**config.mk**
```make
export PLATFORM = sky130hd
export DESIGN_NAME = eeprom_wr
export DESIGN_NICKNAME = d
export VERILOG_FILES = /design/src/eeprom_pkg.sv /design/src/i2c_bit_if.sv /design/src/eeprom_ctrl.sv /design/src/eeprom_wr.sv /design/src/i2c_bit_engine.sv
export SDC_FILE = /design/constraint.sdc
export NUM_CORES = 1
export LEC_CHECK = 0
export BUFFER_PORTS_ARGS = -buffer_cell sky130_fd_sc_hd__buf_2
export CAP_MARGIN = 0
export CORE_MARGIN = 10
export CORE_UTILIZATION = 38
export DETAILED_ROUTE_END_ITERATION = 12
export GPL_TIMING_DRIVEN = 1
export PLACE_DENSITY_LB_ADDON = 0.3
export SYNTH_ARGS = -nofsm -noshare
export SYNTH_HDL_FRONTEND = slang
export SYNTH_HIERARCHICAL = 1
export SYNTH_SLANG_ARGS = --single-unit
export TNS_END_PERCENT = 5
```
**constraint.sdc**
```tcl
create_clock -name CLK -period 3.6 [get_ports CLK]
set_clock_uncertainty 0.2 [all_clocks]
set_input_delay 0.72 -clock CLK [delete_from_list [all_inputs] [get_ports CLK]]
set_output_delay 0.72 -clock CLK [all_outputs]
set_load 0.02 [all_outputs]
```
**src/eeprom_pkg.sv**
```systemverilog
package eeprom_pkg;

    // fixed type code of the 24cxx family
    localparam logic [3:0] device_code = 4'b1010;

    // bit engine commands
    localparam logic [1:0] cmd_start = 2'd0;
    localparam logic [1:0] cmd_stop  = 2'd1;
    localparam logic [1:0] cmd_write = 2'd2;  // byte out, then slave ack in
    localparam logic [1:0] cmd_read  = 2'd3;  // byte in, then master ack out

    // one shift word, seen either as a control byte or as plain data
    typedef union packed {
        struct packed {
            logic [3:0] dev;
            logic [2:0] page;  // addr[10:8]
            logic       rw;    // 1 for read
        } ctrl;
        logic [7:0] raw;
    } byte_word_u;

endpackage

```
**src/i2c_bit_if.sv**
```systemverilog
interface i2c_bit_if import eeprom_pkg::*; ();

    // sequencer side
    logic [1:0] cmd;
    logic       cmd_go;      // one-cycle strobe
    byte_word_u tx_byte;
    logic       master_ack;  // level sent in ninth bit of a read

    // engine side
    logic       done;        // one pulse per command
    logic [7:0] rx_byte;
    logic       slave_ack;   // 1 means no ack

    modport seq (
        output cmd,
        output cmd_go,
        output tx_byte,
        output master_ack,
        input  done,
        input  rx_byte,
        input  slave_ack
    );

    modport engine (
        input  cmd,
        input  cmd_go,
        input  tx_byte,
        input  master_ack,
        output done,
        output rx_byte,
        output slave_ack
    );

endinterface

```
**src/eeprom_ctrl.sv**
```systemverilog
module eeprom_ctrl import eeprom_pkg::*; (
    input  logic        CLK,
    input  logic        RESET,
    input  logic        wr,
    input  logic        rd,
    input  logic [10:0] addr,
    input  logic [7:0]  wr_data,
    output logic        ack,
    output logic        nack,
    output logic [7:0]  rd_data,
    i2c_bit_if.seq      bus
);

    // one-hot main states
    localparam logic [9:0] idle        = 10'b00_0000_0001;
    localparam logic [9:0] write_start = 10'b00_0000_0010;
    localparam logic [9:0] ctrl_write  = 10'b00_0000_0100;
    localparam logic [9:0] addr_write  = 10'b00_0000_1000;
    localparam logic [9:0] data_write  = 10'b00_0001_0000;
    localparam logic [9:0] read_start  = 10'b00_0010_0000;
    localparam logic [9:0] ctrl_read   = 10'b00_0100_0000;
    localparam logic [9:0] data_read   = 10'b00_1000_0000;
    localparam logic [9:0] stop        = 10'b01_0000_0000;
    localparam logic [9:0] finish      = 10'b10_0000_0000;

    logic [9:0]  state;
    logic        pending;  // command handed to the engine, done not yet seen
    logic        dir_rd;
    logic        fail;
    logic [10:0] addr_r;
    logic [7:0]  data_r;
    logic [7:0]  rd_buf;

    logic        issuing;
    logic        nacked;
    logic [1:0]  cmd_sel;
    byte_word_u  tx_word;

    assign issuing        = (state != idle) && (state != finish);
    assign nacked         = bus.done && bus.slave_ack && (cmd_sel == cmd_write);
    assign bus.cmd_go     = issuing && !pending;
    assign bus.cmd        = cmd_sel;
    assign bus.tx_byte    = tx_word;
    assign bus.master_ack = 1'b1;  // single-byte read ends with NACK

    always_comb begin
        case (state)
            write_start, read_start:                     cmd_sel = cmd_start;
            ctrl_write, addr_write, data_write, ctrl_read: cmd_sel = cmd_write;
            data_read:                                   cmd_sel = cmd_read;
            default:                                     cmd_sel = cmd_stop;
        endcase
    end

    always_comb begin
        tx_word.raw = 8'h00;
        case (state)
            ctrl_write, ctrl_read: begin
                tx_word.ctrl.dev  = device_code;
                tx_word.ctrl.page = addr_r[10:8];
                tx_word.ctrl.rw   = (state == ctrl_read);
            end
            addr_write: tx_word.raw = addr_r[7:0];
            data_write: tx_word.raw = data_r;
            default:    tx_word.raw = 8'h00;
        endcase
    end

    always_ff @(posedge CLK) begin
        if (RESET) begin
            state   <= idle;
            pending <= 1'b0;
            dir_rd  <= 1'b0;
            fail    <= 1'b0;
            ack     <= 1'b0;
            nack    <= 1'b0;
        end else begin
            ack  <= 1'b0;
            nack <= 1'b0;
            if (bus.cmd_go) begin
                pending <= 1'b1;
            end
            if (bus.done) begin
                pending <= 1'b0;
            end
            if (nacked) begin
                fail  <= 1'b1;  // slave refused, close the bus
                state <= stop;
            end else begin
                case (state)
                    idle: begin
                        if (wr || rd) begin
                            dir_rd <= !wr;  // wr wins if both
                            fail   <= 1'b0;
                            state  <= write_start;
                        end
                    end
                    write_start: if (bus.done) state <= ctrl_write;
                    ctrl_write:  if (bus.done) state <= addr_write;
                    addr_write:  if (bus.done) state <= dir_rd ? read_start : data_write;
                    data_write:  if (bus.done) state <= stop;
                    read_start:  if (bus.done) state <= ctrl_read;  // repeated start
                    ctrl_read:   if (bus.done) state <= data_read;
                    data_read:   if (bus.done) state <= stop;
                    stop: begin
                        if (bus.done) begin
                            ack   <= !fail;
                            nack  <= fail;
                            state <= finish;
                        end
                    end
                    finish:  state <= idle;
                    default: state <= idle;
                endcase
            end
        end
    end

    always_ff @(posedge CLK) begin
        if (state == idle && (wr || rd)) begin
            addr_r <= addr;
            data_r <= wr_data;
        end
        if (state == data_read && bus.done) begin
            rd_buf <= bus.rx_byte;
        end
        if (state == stop && bus.done && dir_rd && !fail) begin
            rd_data <= rd_buf;  // lands with the ack pulse
        end
    end

    // engine answers only what was handed over, and never beside a new strobe
    a_done_outstanding: assert property (@(posedge CLK) disable iff (RESET)
        bus.done |-> pending && !bus.cmd_go);

    a_ack_nack_excl: assert property (@(posedge CLK) disable iff (RESET)
        !(ack && nack));

endmodule

```
**src/eeprom_wr.sv**
```systemverilog
module eeprom_wr #(
    parameter int QUARTER_CYCLES = 1
) (
    input  logic        CLK,
    input  logic        RESET,
    input  logic        wr,
    input  logic        rd,
    input  logic [10:0] addr,
    input  logic [7:0]  wr_data,
    input  logic        sda_in,
    output logic        scl,
    output logic        sda_out,
    output logic        sda_en,
    output logic        ack,
    output logic        nack,
    output logic [7:0]  rd_data
);

    i2c_bit_if bit_bus ();

    eeprom_ctrl u_ctrl (
        .CLK     (CLK),
        .RESET   (RESET),
        .wr      (wr),
        .rd      (rd),
        .addr    (addr),
        .wr_data (wr_data),
        .ack     (ack),
        .nack    (nack),
        .rd_data (rd_data),
        .bus     (bit_bus)
    );

    i2c_bit_engine #(
        .QUARTER_CYCLES (QUARTER_CYCLES)
    ) u_engine (
        .CLK     (CLK),
        .RESET   (RESET),
        .scl     (scl),
        .sda_out (sda_out),
        .sda_en  (sda_en),
        .sda_in  (sda_in),
        .bus     (bit_bus)
    );

endmodule

```
**src/i2c_bit_engine.sv**
```systemverilog
module i2c_bit_engine import eeprom_pkg::*; #(
    parameter int QUARTER_CYCLES = 1
) (
    input  logic      CLK,
    input  logic      RESET,
    output logic      scl,
    output logic      sda_out,
    output logic      sda_en,
    input  logic      sda_in,
    i2c_bit_if.engine bus
);

    localparam int QW = (QUARTER_CYCLES > 1) ? $clog2(QUARTER_CYCLES) : 1;
    localparam logic [QW-1:0] Q_LAST = QW'(QUARTER_CYCLES - 1);

    logic          busy;
    logic [1:0]    cmd_r;
    byte_word_u    tx_r;
    logic [QW-1:0] qcnt;
    logic [1:0]    phase;     // quarter within the bit
    logic [3:0]    bit_cnt;

    logic          q_end;
    logic          last_bit;
    logic          enter;     // next cycle opens a new quarter
    logic [1:0]    cmd_now;
    byte_word_u    tx_now;
    logic [1:0]    nxt_phase;
    logic [3:0]    nxt_bit;
    logic          nxt_scl;
    logic          nxt_sda_out;
    logic          nxt_sda_en;

    assign q_end    = busy && (qcnt == Q_LAST);
    assign last_bit = (cmd_r == cmd_write || cmd_r == cmd_read) ? (bit_cnt == 4'd8) : 1'b1;
    assign enter    = busy ? (q_end && !(phase == 2'd3 && last_bit)) : bus.cmd_go;

    // first quarter of a command is decoded before cmd_r/tx_r are loaded
    assign cmd_now   = busy ? cmd_r : bus.cmd;
    assign tx_now    = busy ? tx_r : bus.tx_byte;
    assign nxt_phase = busy ? phase + 2'd1 : 2'd0;
    assign nxt_bit   = !busy ? 4'd0 : (phase == 2'd3) ? bit_cnt + 4'd1 : bit_cnt;

    // line levels for the quarter being entered
    always_comb begin
        nxt_scl     = (nxt_phase != 2'd0);  // low only in the first quarter
        nxt_sda_en  = sda_en;
        nxt_sda_out = sda_out;
        case (cmd_now)
            cmd_start: begin
                if (nxt_phase == 2'd0) begin
                    nxt_sda_en  = 1'b1;
                    nxt_sda_out = 1'b1;
                end else if (nxt_phase == 2'd2) begin
                    nxt_sda_out = 1'b0;  // falls under high scl
                end
            end
            cmd_stop: begin
                if (nxt_phase == 2'd0) begin
                    nxt_sda_en  = 1'b1;
                    nxt_sda_out = 1'b0;
                end else if (nxt_phase == 2'd2) begin
                    nxt_sda_en  = 1'b0;  // pull-up gives the rising edge
                    nxt_sda_out = 1'b1;
                end
            end
            cmd_write: begin
                if (nxt_phase == 2'd0) begin
                    if (nxt_bit == 4'd8) begin
                        nxt_sda_en  = 1'b0;  // let the slave ack
                        nxt_sda_out = 1'b1;
                    end else begin
                        nxt_sda_en  = 1'b1;
                        nxt_sda_out = tx_now.raw[3'd7 - nxt_bit[2:0]];  // msb first
                    end
                end
            end
            cmd_read: begin
                if (nxt_phase == 2'd0) begin
                    if (nxt_bit == 4'd8) begin
                        nxt_sda_en  = 1'b1;
                        nxt_sda_out = bus.master_ack;
                    end else begin
                        nxt_sda_en  = 1'b0;
                        nxt_sda_out = 1'b1;
                    end
                end
            end
        endcase
    end

    always_ff @(posedge CLK) begin
        if (RESET) begin
            busy          <= 1'b0;
            qcnt          <= '0;
            phase         <= 2'd0;
            bit_cnt       <= 4'd0;
            scl           <= 1'b1;
            sda_out       <= 1'b1;
            sda_en        <= 1'b0;
            bus.done      <= 1'b0;
            bus.slave_ack <= 1'b0;
        end else begin
            bus.done <= 1'b0;
            if (enter) begin
                scl     <= nxt_scl;
                sda_en  <= nxt_sda_en;
                sda_out <= nxt_sda_out;
            end
            if (!busy) begin
                if (bus.cmd_go) begin
                    busy          <= 1'b1;
                    qcnt          <= '0;
                    phase         <= 2'd0;
                    bit_cnt       <= 4'd0;
                    bus.slave_ack <= 1'b0;
                end
            end else if (q_end) begin
                qcnt    <= '0;
                phase   <= nxt_phase;
                bit_cnt <= nxt_bit;
                if (phase == 2'd2 && cmd_r == cmd_write && bit_cnt == 4'd8) begin
                    bus.slave_ack <= sda_in;  // mid-high sample
                end
                if (phase == 2'd3 && last_bit) begin
                    busy     <= 1'b0;
                    bus.done <= 1'b1;
                end
            end else begin
                qcnt <= qcnt + 1'b1;
            end
        end
    end

    always_ff @(posedge CLK) begin
        if (!busy && bus.cmd_go) begin
            cmd_r <= bus.cmd;
            tx_r  <= bus.tx_byte;
        end
        if (q_end && phase == 2'd2 && cmd_r == cmd_read && bit_cnt < 4'd8) begin
            bus.rx_byte <= {bus.rx_byte[6:0], sda_in};
        end
    end

    // data moves only under low scl, edges under high scl belong to start and stop
    a_sda_stable: assert property (@(posedge CLK) disable iff (RESET)
        (scl && !(busy && (cmd_r == cmd_start || cmd_r == cmd_stop)))
            |-> $stable({sda_en, sda_out}));

    a_idle_scl_high: assert property (@(posedge CLK) disable iff (RESET)
        !busy |-> scl);

endmodule

```
* Word-level counts from Yosys, hierarchy flattened
Cells that the tools add are included.
** Storage, ports and cells
- Flip-flop bits (word level) :: 81
- Output and inout bits :: 13
** Operators by class
- Add/sub/neg operators :: 4
- $lt $le $gt $ge :: 2
- Eq/ne operators :: 45
- Mux-type cells :: 55
- Bitwise operators :: 6
- Reduce and logical (&&, ||, !) cells :: 47
** Operator list (number)
- $mux W10 :: 8
- $pmux W10 S8 :: 1
- $ne A3 B1 Y1 const B :: 10
- $mux W1 :: 28
- $pmux W8 S3 :: 1
- $ne A2 B1 Y1 const B :: 11
- $mux W4 :: 5
- $logic_and A1 B1 Y1 :: 18
- $eq A2 B2 Y1 const B :: 8
- $reduce_and A8 Y1 :: 2
- $eq A10 B1 Y1 const B :: 1
- $eq A10 B2 Y1 const B :: 1
- $eq A10 B3 Y1 const B :: 1
- $eq A10 B4 Y1 const B :: 1
- $eq A10 B5 Y1 const B :: 1
- $eq A10 B6 Y1 const B :: 1
- $eq A10 B7 Y1 const B :: 1
- $eq A10 B8 Y1 const B :: 1
- $eq A10 B9 Y1 const B :: 1
- $mux W2 :: 5
- $ne A10 B1 Y1 const B :: 1
- $ne A10 B10 Y1 const B :: 1
- $reduce_and A5 Y1 :: 2
- $reduce_or A2 Y1 :: 5
- other kinds (24) :: 44

* Depth between registers and ports, before layout
Gate-level depths: netlist (run 1).
- Word-level depth :: 9
- Depth in mapped cells :: 10
- Gate-level depth less buffers :: 9

* Hierarchy
The synthesis (run 1) kept the hierarchy.
** Modules (own cells, without submodules)
- eeprom_ctrl :: instances 1, cells each 180, area each 2188.3 um2
- i2c_bit_engine :: instances 1, cells each 142, area each 1539.0 um2

* Worst setup path before layout (run 1)
OpenSTA, ideal clock, no wires.
- Path type :: flip-flop to flip-flop
- Start point :: reg u_ctrl.state[2]
- End point :: reg u_ctrl.rd_data[0] (enable)
- Library setup time :: 0.385 ns
- Data arrival time :: 1.882 ns
- Data required time :: 3.015 ns
- Setup slack :: 1.133 ns
- Cell stages (with the launch flop) :: 6
- Path buffers :: 1
- Cells stage by stage :: dfxtp_1 > buf_6 > or3_4 > nor3_1 > nand4_1 > nor3b_1
** Between the ends
- Cells in the longest elaborated chain, start to end :: 4
** Ends and longest elaborated chain
- start, declared :: RTL line eeprom_ctrl.sv:26 : logic [9:0] state;
- start signal, assigned :: RTL line eeprom_ctrl.sv:71 : state <= idle;
- start signal, assigned :: RTL line eeprom_ctrl.sv:88 : state <= stop;
- start signal, assigned :: RTL line eeprom_ctrl.sv:95 : state <= write_start;
- $eq A10 B9 Y1 :: RTL line eeprom_ctrl.sv:127 : if (state == stop && bus.done && dir_rd && !fail) begin
- $logic_and A1 B1 Y1 (3 in a row) :: RTL line eeprom_ctrl.sv:127
- end signal, assigned :: RTL line eeprom_ctrl.sv:128 : rd_data <= rd_buf;
- end, declared :: RTL line eeprom_ctrl.sv:10 : output logic [7:0] rd_data,
No other way between the ends.
A chain may end at the register's enable or synchronous reset.

* Worst setup path after layout (run 1)
- Start point :: reg u_ctrl.state[2]
- End point :: reg u_engine.sda_out
** Between the ends
- Elaborated cells on any way between the ends :: 33
** RTL lines
- $eq A10 B3 Y1, or another cell as far along :: RTL line eeprom_ctrl.sv:47 : case (state)
- $reduce_or A4 Y1 or $reduce_or A2 Y1 (tied branches) :: RTL line eeprom_ctrl.sv:47
- $pmux W2 S3 * :: RTL line eeprom_ctrl.sv:47
- named net bit_bus.cmd[0] :: RTL line i2c_bit_if.sv:4 : logic [1:0] cmd;
- $mux W2 * :: RTL line i2c_bit_engine.sv:39 : assign cmd_now = busy ? cmd_r : bus.cmd;
- $eq A2 B1 Y1, or another cell as far along :: RTL line i2c_bit_engine.sv:49 : case (cmd_now)
- $ne A3 B1 Y1 (no line) or $ne A2 B1 Y1 (tied branches)
- $reduce_and A5 Y1 (no line)
- end signal, assigned :: RTL line i2c_bit_engine.sv:108 : sda_out <= nxt_sda_out;
- end, declared :: RTL line i2c_bit_engine.sv:7 : output logic sda_out,
The timed path passes the listed nets; every way through them passes the cells marked *. The select of a mux whose other input is x is not followed.

==> results of run 1 <==
final cells by class:
class | instances | area (µm²) | area share, %
multi-input cells | 205 | 1391 | 33.10
inverters | 16 | 60.06 | 1.429
clock inverters | 7 | 106.4 | 2.531
well taps | 133 | 166.4 | 3.960
repair buffers | 39 | 202.7 | 4.823
clock buffers | 9 | 123.9 | 2.947
flip-flops and latches | 81 | 2152 | 51.21
placed cells by master (no fill, tap or decap), types with 3 or more instances in the layout:
cell and n:
o31ai_1 3, a222oi_1 3, inv_6 4, edfxtp_1 53, nor2b_1 6, xor2_1 7, ha_1 4, a21oi_1 17
or3_4 3, dfxtp_1 28, nor3_1 14, nor4_1 7, inv_1 15, nand2_1 15, nand4b_1 3, buf_4 3
a211oi_1 3, clkbuf_8 9, o21ai_0 11, buf_2 36, xnor2_1 3, nor3b_1 4, mux2i_1 8, nor2_1 30
nand4_1 5, nand3_1 8, o2111ai_1 5, o211ai_1 3
logic make-up after synthesis:
group	Yosys count	share of synthesized area (%)
and+or+nand+nor	115	17.89
DFF	81	57.74
AOI/OAI and AO/OA	66	12.89
buffers and inverters	36	4.934
xor gates and xnor gates	10	2.350
muxes	9	2.753
adders and majority gates	4	1.343
other	1	0.1006
final timing paths:
path                           startpoint                            end  slack [ns]  cells after the start
max reg2reg  u_ctrl/state[2]$_SDFFE_PP0P_  u_engine/sda_out$_SDFFE_PP1P_        0.58                      8
min reg2reg    u_ctrl/rd_buf[1]$_DFFE_PP_    u_ctrl/rd_data[1]$_DFFE_PP_        0.22                      0
min            u_ctrl/rd_buf[1]$_DFFE_PP_    u_ctrl/rd_data[1]$_DFFE_PP_        0.22                      0
max          u_ctrl/state[2]$_SDFFE_PP0P_  u_engine/sda_out$_SDFFE_PP1P_        0.58                      8
where the power goes:
group / switching (mW) / internal, mW / total (mW)
registers: 0.0591 / 1.07 / 1.13
clock network: 0.357 / 0.405 / 0.762
logic: 0.158 / 0.0888 / 0.246
total: 0.573 / 1.57 / 2.14
critical path: stages (launching register included):
cell and delay (ns):
dfxtp_1 0.71, nor3_1 0.21, nand4_1 0.18, nor2_1 0.16, a2111oi_0 0.92, xor2_1 0.19
o21ai_0 0.10, nand3_1 0.13, o2111ai_1 0.10
metal layers:
metal / up-vias / routed length (µm) / global-route usage (%)
met5: - / 0 / 0
met4: 0 / 167 / 6.412
met3: 9 / 351 / 2.126
met2: 70 / 3736 / 17.50
met1: 1215 / 3421 / 13.88
li1: 1269 / - / -
sequential cells by signal (all words and copies together), names as in the netlist, 2 cells and up:
signal                flops
u_engine/bus.rx_byte      8
u_engine/bit_cnt          4
u_engine/tx_r             8
u_ctrl/rd_buf             8
u_ctrl/state             10
u_engine/phase            2
u_ctrl/rd_data            8
u_ctrl/addr_r            11
u_ctrl/data_r             8
u_engine/cmd_r            2
per-stage QoR:
step	utilization [%]	power (mW)
2_1_floorplan	-	1.322
3_3_place_gp	41.02	1.398
3_5_place_dp	41.02	1.406
4_1_cts	43.40	2.171
5_1_grt	43.40	2.247
6_report	43.40	2.142
==> flow_summary.yaml, run 1 <==
status:
  status: "completed"
detailed_routing:
  antenna_left: 0
  via_per_inst: 5.231
  route.detailed.wl_per_inst_um: 15.67
  drt_iter0_markers: 196
  first_pass_iters: 4
  routed-via-count: 2563
  drc_errors: 0
  postRouteWirelength_um: 7676
timing:
  fin_crit_sh_pct: 83.88
  setup-violations-final: 0
  hold-worst-slack_ns: 0.2236
  max_freq_ghz: 0.3312
  setup_tns_ns: 0
  slew_headroom_pct: 25.65
  finalHoldViolCount: 0
  worst_pin_slew_ns: 1.087
  fin_ws_ns: 0.5803
  fin_crit_ns: 3.020
  maxSlewViolCount: 0
  rsz0062_at_grt: "no"
cells_and_area:
  fillers: 922
  drive_gt1_share_pct: 20.17
  final_cells: 490
  antenna_cells: 0
  nNetsFinal: 380
  area_delta_synth_final_pct: 12.76
  fin_area_mm2: 0.004203
die:
  placementRows: 36
  num_io_pins: 37
  start_util_pct: 38.49
  dieArea_mm2: 0.01417
  die_width_um: 119.0
  core_area_mm2: 0.009684
  die_y_um: 119.0
global_route:
  grt_usage_pct: 11.08
  first_global_vias: 2558
  grt_pass1_wl_um: 12770
  grt_start_max_net_pins: 22
  overflow: 0
  grt_antenna_before_repair: 0
clock_tree:
  cts_num_sinks: 81
  clk_latency_ns: 0.36
  clk_path_buf_depth: 2
  root_buffer: "clkbuf_8"
  cts_tree: "done"
  cts_made_buffers: 9
  ctsResizeCount: 0
  cts.clk_slew.worst_paths_ns: 0.09
  hold_buffers: 0
  cts.htree.levels: 3
  cts_setup_buffers: 0
placed_design:
  hpwl_um: 5538
  gp_congestion: 0.8663
  preCtsSetupSlack_ns: 0.5855
  placed_area_mm2: 0.003973
  port_buffers: 36
  dp_cells: 474
synth:
  synth_top_cell_by_area: "edfxtp_1"
  synth_cell_types: 64
  async_flop_share_pct: 0
  yosysMostFrequentCell: "edfxtp_1"
  ys_ff_latch: 81
  synth.area.top_cells: "edfxtp_1 (43%), dfxtp_1 (15%), nor2_1 (3.0%)"
  seq_area_frac_synth_pct: 57.74
  synth_edf_count: 53
  syn_nets: 350
  yosys_most_used_dff: "edfxtp_1"
  synth_top_area_share_pct: 42.70
  syn_area_mm2: 0.003727
  syn-instance-count: 322
  post_synth.cell_area_avg_um2: 11.58
  synth_warnings: 6
  synth_commonest_cells: "edfxtp_1 (53), nor2_1 (30), dfxtp_1 (28), a21oi_1 (17)"
power:
  ir_drop_mv: 0.2452
  power.density_mw_per_mm2: 509.6
  p_leak_nw: 1.496
setup_path:
  worstPathRequired_ns: 3.64
  cp_max_fo: 18
  critical_path_class: "register to register"
  endpoint_kind: "register"
  worstPathArrival_ns: 3.06
  worst_setup_path_start_kind: "register"
run:
  drv_cap: 0
min_path:
  hp-class: "register to register"
No activity file was read; power rests on OpenSTA's default activity.
==> run 2: changes to the inputs <==
--- a/config.mk
+++ b/config.mk
@@ -5,6 +5,7 @@
 export SDC_FILE = /design/constraint.sdc
 export NUM_CORES = 1
 export LEC_CHECK = 0
+export ABC_AREA = 1
 export BUFFER_PORTS_ARGS = -buffer_cell sky130_fd_sc_hd__buf_2
 export CAP_MARGIN = 0
 export CORE_MARGIN = 10
==> constraint.sdc (replaced) <==
create_clock -name CLK -period 3.09 [get_ports CLK]
set_clock_uncertainty 0.2 [all_clocks]
set_input_delay 0.618 -clock CLK [delete_from_list [all_inputs] [get_ports CLK]]
set_output_delay 0.618 -clock CLK [all_outputs]
set_load 0.02 [all_outputs]
==> flow_summary.yaml, run 2 <==
status:
  status: "completed"
setup_path:
  reg2reg_slack_ns: 0.53
  crit_family: "simple AND/OR/NAND/NOR gates"
  critical_path_class: "register to register"
  worstPathRequired_ns: 3.14
  cp_max_fo: 12
  ff2ff_path_depth: 15
  cp_num_buf_inv: 3
  worstPathArrival_ns: 2.60
  endpoint_kind: "register"
  worst_setup_path_start_kind: "register"
  r2r-end: "u_engine/sda_out$_SDFFE_PP1P_"
  slowest_delay_ns: 0.44
  cpMaxStageDelayCell: "dfxtp_1"
  regToRegStartpoint: "u_ctrl/state[5]$_SDFFE_PP0P_"
  path_cells: "nor2_2 -> nand2_2 -> inv_2 -> nand3_1 -> nand2_1 -> a31oi_1 -> inv_1 -> nor2_4 -> inv_1 -> nand2_4 -> nand2_2 -> a21oi_2 -> o21ai_0 -> a21oi_1 -> nand2_1"
clock_tree:
  cts_setup_buffers: 0
  cts_made_buffers: 9
  clk_latency_ns: 0.35
  cts_tree: "done"
  hold_buffers: 0
  clk_path_buf_depth: 2
  cts_num_sinks: 81
  cts.htree.levels: 3
  cts.clk_slew.worst_paths_ns: 0.09
  root_buffer: "clkbuf_8"
  ctsResizeCount: 0
die:
  dieArea_mm2: 0.01405
  num_io_pins: 37
  core_area_mm2: 0.009328
  die_width_um: 118.5
  start_util_pct: 39.54
  placementRows: 35
  die_y_um: 118.5
synth:
  syn_nets: 416
  synth_simple_gate_area_share_pct: 27.71
  synth_commonest_cells: "nand2_1 (79), edfxtp_1 (53), inv_1 (49), nor2_1 (43), nand3_1 (32)"
  async_flop_share_pct: 0
  synth_warnings: 6
  synth_top_area_share_pct: 43.15
  ys_ff_latch: 81
  yosysMostFrequentCell: "nand2_1"
  synth_edf_count: 53
  yosys_most_used_dff: "edfxtp_1"
  synth.area.top_cells: "edfxtp_1 (43%), dfxtp_1 (15%), nand2_1 (8.0%)"
  synthXorXnorAreaFrac_pct: 0
  synth_compound_area_share_pct: 5.868
  muxShareOfSynthArea_pct: 0
  post_synth.cell_area_avg_um2: 9.507
  syn-instance-count: 388
  synth_top_family_by_area: "simple AND/OR/NAND/NOR gates"
  synthAdderAreaFrac_pct: 1.357
  seq_area_frac_synth_pct: 58.34
  syn_area_mm2: 0.003689
  synth_top_cell_by_area: "edfxtp_1"
  synth_cell_types: 35
detailed_routing:
  routed-via-count: 2624
  drc_errors: 0
  antenna_left: 0
  drt_iter0_markers: 117
  postRouteWirelength_um: 6937
  first_pass_iters: 4
  via_per_inst: 4.612
  route.detailed.wl_per_inst_um: 12.19
global_route:
  first_global_vias: 2622
  grt_pass1_wl_um: 12160
  grt_antenna_before_repair: 0
  grt_start_max_net_pins: 20
  overflow: 0
  grt_usage_pct: 10.31
placed_design:
  gp_congestion: 0.8153
  preCtsSetupSlack_ns: 0.5528
  hpwl_um: 5104
  placed_area_mm2: 0.004029
  port_buffers: 36
timing:
  setup_tns_ns: 0
  fin_crit_ns: 2.558
  max_freq_ghz: 0.3910
  hold-worst-slack_ns: 0.2226
  fin_crit_sh_pct: 82.78
  fin_ws_ns: 0.5321
  finalHoldViolCount: 0
  worst_pin_slew_ns: 0.6833
  maxSlewViolCount: 0
  slew_headroom_pct: 54.28
  rsz0062_at_grt: "no"
  setup-violations-final: 0
power:
  power_mw: 3.957
  switching_share_pct: 40.03
  ir_drop_mv: 0.4049
  cell_internal_pwr_mw: 2.373
  combPwrFrac_pct: 38.4
  power.density_mw_per_mm2: 933.1
  pwr-share-seq_pct: 41.2
  clkPwrFrac_pct: 20.5
  p_leak_nw: 1.802
  switching_power_mw: 1.584
cells_and_area:
  reg.largest.list: "u_ctrl/addr_r (11), u_ctrl/state (10)"
  fin_area_mm2: 0.004240
  drive_gt1_share_pct: 22.73
  largest-register: "u_ctrl/addr_r"
  layout_commonest_cell: "nand2_1"
  area_delta_synth_final_pct: 14.96
  largest_register_ffs: 11
  fillers: 878
  antenna_cells: 0
  mostFrequentLayoutCells: "nand2_1 (79), edfxtp_1 (53), inv_1 (49)"
  nNetsFinal: 463
min_path:
  hp-start: "u_ctrl/rd_buf[3]$_DFFE_PP_"
  hp-class: "register to register"
  holdPathStages: 0
  whs_endpoint: "u_ctrl/rd_data[3]$_DFFE_PP_"
run:
  drv_cap: 0
## run 2: final cells by class
| type | count | area (µm²) | share of cell area [%] |
|---|---|---|---|
| timing repair buffer | 41 | 217.7 | 5.134 |
| multi-input combinational | 249 | 1299 | 30.63 |
| sequential | 81 | 2152 | 50.75 |
| clock inverter | 6 | 73.82 | 1.741 |
| tap | 129 | 161.4 | 3.806 |
| inverter | 53 | 198.9 | 4.692 |
| clock buffer | 10 | 137.6 | 3.246 |
## run 2: logic make-up (layout without fill, tap and decap cells)
| logic type | after synthesis | in the layout |
|---|---|---|
| AOI/OAI and AO/OA | 39 | 39 |
| DFF | 81 | 81 |
| and+or+nand+nor | 205 | 205 |
| adders and majority gates | 4 | 4 |
| other | 1 | 1 |
| buffers and inverters | 58 | 110 |
## run 2: power by group through the flow
stage	Combinational, mW	Sequential [mW]	Clock (mW)
6_report	1.52	1.63	0.810
4_1_cts	1.53	1.63	0.833
3_5_place_dp	1.52	1.65	0
3_3_place_gp	1.49	1.65	0
5_1_grt	1.75	1.65	0.883
2_1_floorplan	1.21	1.64	0
## run 2: stage by stage
stage,util (%),instances
after floorplan,-,388
after global placement,43.19,553
after detailed placement,43.19,553
after CTS,45.46,569
after global routing,45.46,569
final,45.46,569
## run 2: worst max path at each step
| stage | start | cells past startpoint | to |
|---|---|---|---|
| 2_1_floorplan | u_ctrl/state[8]$_SDFFE_PP0P_ | 8 | u_ctrl/fail$_SDFFE_PP0P_ |
| 3_3_place_gp | u_ctrl/state[5]$_SDFFE_PP0P_ | 15 | u_engine/sda_out$_SDFFE_PP1P_ |
| 3_5_place_dp | u_ctrl/state[5]$_SDFFE_PP0P_ | 15 | u_engine/sda_out$_SDFFE_PP1P_ |
| 4_1_cts | u_ctrl/state[5]$_SDFFE_PP0P_ | 15 | u_engine/sda_out$_SDFFE_PP1P_ |
| 5_1_grt | u_ctrl/state[5]$_SDFFE_PP0P_ | 15 | u_engine/sda_out$_SDFFE_PP1P_ |
| 6_report | u_ctrl/state[5]$_SDFFE_PP0P_ | 15 | u_engine/sda_out$_SDFFE_PP1P_ |
## run 2: worst register-to-register path: stages, from the launching register on
cell and delay (ns):
dfxtp_1 0.44, nor2_2 0.07, nand2_2 0.11, inv_2 0.05, nand3_1 0.13, nand2_1 0.07
a31oi_1 0.17, inv_1 0.11, nor2_4 0.30, inv_1 0.16, nand2_4 0.14, nand2_2 0.09
a21oi_2 0.12, o21ai_0 0.10, a21oi_1 0.13, nand2_1 0.06
## run 2: metal layers
layer	GRT usage (%)	part of all wire, %	vias up
met1	13.24	47	1188
li1	-	-	1368
met4	2.977	0.55	0
met3	3.522	6.4	2
met5	0	0	-
met2	16.08	46	66
==> run 3: changes to the inputs <==
==> constraint.sdc (replaced) <==
create_clock -name CLK -period 2.6 [get_ports CLK]
set_clock_uncertainty 0.2 [all_clocks]
set_input_delay 0.52 -clock CLK [delete_from_list [all_inputs] [get_ports CLK]]
set_output_delay 0.52 -clock CLK [all_outputs]
set_load 0.02 [all_outputs]
==> flow_summary.yaml, run 3 (same netlist as run 2, synthesis figures left out) <==
placed_design:
  gp_congestion: 0.8349
  hpwl_um: 5177
  port_buffers: 36
timing:
  maxSlewViolCount: 0
  setup-violations-final: 0
  fin_crit_ns: 2.322
  max_freq_ghz: 0.4307
  finalHoldViolCount: 0
  setup_tns_ns: 0
  rsz0062_at_grt: "no"
  fin_crit_sh_pct: 89.29
cells_and_area:
  area_delta_synth_final_pct: 15.64
  largest-register: "u_ctrl/addr_r"
  layout_commonest_cell: "nand2_1"
  largest_register_ffs: 11
  drive_gt1_share_pct: 22.85
  mostFrequentLayoutCells: "nand2_1 (79), edfxtp_1 (53), inv_1 (49)"
  fillers: 897
  nNetsFinal: 465
  reg.largest.list: "u_ctrl/addr_r (11), u_ctrl/state (10)"
  antenna_cells: 0
power:
  ir_drop_mv: 0.4545
  clkPwrFrac_pct: 21.0
  power_mw: 4.763
  combPwrFrac_pct: 38.3
  cell_internal_pwr_mw: 2.900
  pwr-share-seq_pct: 40.7
  p_leak_nw: 1.817
  switching_power_mw: 1.863
  power.density_mw_per_mm2: 1117
  switching_share_pct: 39.12
status:
  status: "completed"
die:
  die_y_um: 118.5
  dieArea_mm2: 0.01405
  die_width_um: 118.5
  core_area_mm2: 0.009328
  num_io_pins: 37
  placementRows: 35
  start_util_pct: 39.54
setup_path:
  cp_num_buf_inv: 3
  worst_setup_path_start_kind: "register"
  endpoint_kind: "register"
  slowest_delay_ns: 0.43
  cpMaxStageDelayCell: "dfxtp_1"
  cp_max_fo: 4
  path_cells: "nor2_4 -> nand2_4 -> inv_1 -> nand2_2 -> nand2_2 -> nor2_2 -> nand2_1 -> o21ai_1 -> inv_1 -> nand2_1 -> inv_1 -> a21oi_1 -> and2_1 -> nand2_1 -> nand2_1 -> nand2_1"
  worstPathArrival_ns: 2.36
  crit_family: "simple AND/OR/NAND/NOR gates"
  worstPathRequired_ns: 2.64
  crit_top_cell: "nand2_1"
  critical_path_class: "register to register"
detailed_routing:
  routed-via-count: 2638
  via_per_inst: 4.620
  antenna_left: 0
  drc_errors: 0
  drt_iter0_markers: 158
  route.detailed.wl_per_inst_um: 12.26
  first_pass_iters: 4
  postRouteWirelength_um: 7001
clock_tree:
  cts.clk_slew.worst_paths_ns: 0.09
  cts_num_sinks: 81
  cts_tree: "done"
  cts_made_buffers: 9
  root_buffer: "clkbuf_8"
  hold_buffers: 0
  clk_latency_ns: 0.34
  clk_path_buf_depth: 2
  cts.htree.levels: 3
  cts_setup_buffers: 0
  ctsResizeCount: 0
run:
  drv_cap: 0
global_route:
  grt_usage_pct: 10.27
  first_global_vias: 2607
  overflow: 0
  grt_antenna_before_repair: 0
  grt_pass1_wl_um: 12210
  grt_start_max_net_pins: 22
min_path:
  hp-class: "primary input to register"
## run 3: power groups by stage
stage               logic (mW)  clock network [mW]  registers (mW)
floorplan                 1.44                   0            1.95
global placement          1.78                   0            1.96
detailed placement        1.82                   0            1.97
CTS                       1.83                1.02            1.94
global route              2.08                1.08            1.98
finish                    1.82                1.00            1.94
## run 3: worst register-to-register path: cells and delay by family (launching register included)
family	cells	cell delay [ns]
buf+inv	3	0.22
compound gates	2	0.37
flops	1	0.43
simple gates	11	1.03
## run 3: layer usage
layer  routed length, µm  GRT usage, %
met3                 358         2.999
met1                3449         13.44
met2                3101         16.04
met4                  92         3.053
met5                   0             0
## run 3: area by class of cell
class                      count  area, µm²  share of cell area (%)
inverter                      53      202.7                   4.752
clock inverter                 6      90.09                   2.112
sequential                    81       2152                   50.45
timing repair buffer          43      232.7                   5.456
multi-input combinational    249       1299                   30.45
clock buffer                  10      127.6                   2.992
tap                          129      161.4                   3.784
## run 3: path summary, 6_finish.rpt
path / from / end / slack [ns] / depth (start not counted)
max: u_ctrl/state[1]$_SDFFE_PP0P_ / u_engine/sda_out$_SDFFE_PP1P_ / 0.28 / 16
min: wr_data[0] / u_ctrl/data_r[0]$_DFFE_PP_ / 0.14 / 1
max reg2reg: u_ctrl/state[1]$_SDFFE_PP0P_ / u_engine/sda_out$_SDFFE_PP1P_ / 0.28 / 16
min reg2reg: u_ctrl/rd_buf[2]$_DFFE_PP_ / u_ctrl/rd_data[2]$_DFFE_PP_ / 0.22 / 0
## run 3: per-stage QoR
| step | worst slack, ns | utilization, % | cell area (µm²) | hold slack, ns | std cells |
|---|---|---|---|---|---|
| after CTS | 0.2048 | 45.69 | 4262 | 0.1291 | 571 |
| after global placement | 0.3067 | 43.35 | 4044 | 0.2008 | 555 |
| after global routing | 0.04423 | 45.73 | 4265 | 0.1314 | 571 |
| after floorplan | 0.2526 | - | 3689 | 0.2003 | 388 |
| final | 0.2784 | 45.73 | 4265 | 0.1432 | 571 |
| after detailed placement | 0.2681 | 43.35 | 4044 | 0.2054 | 555 |
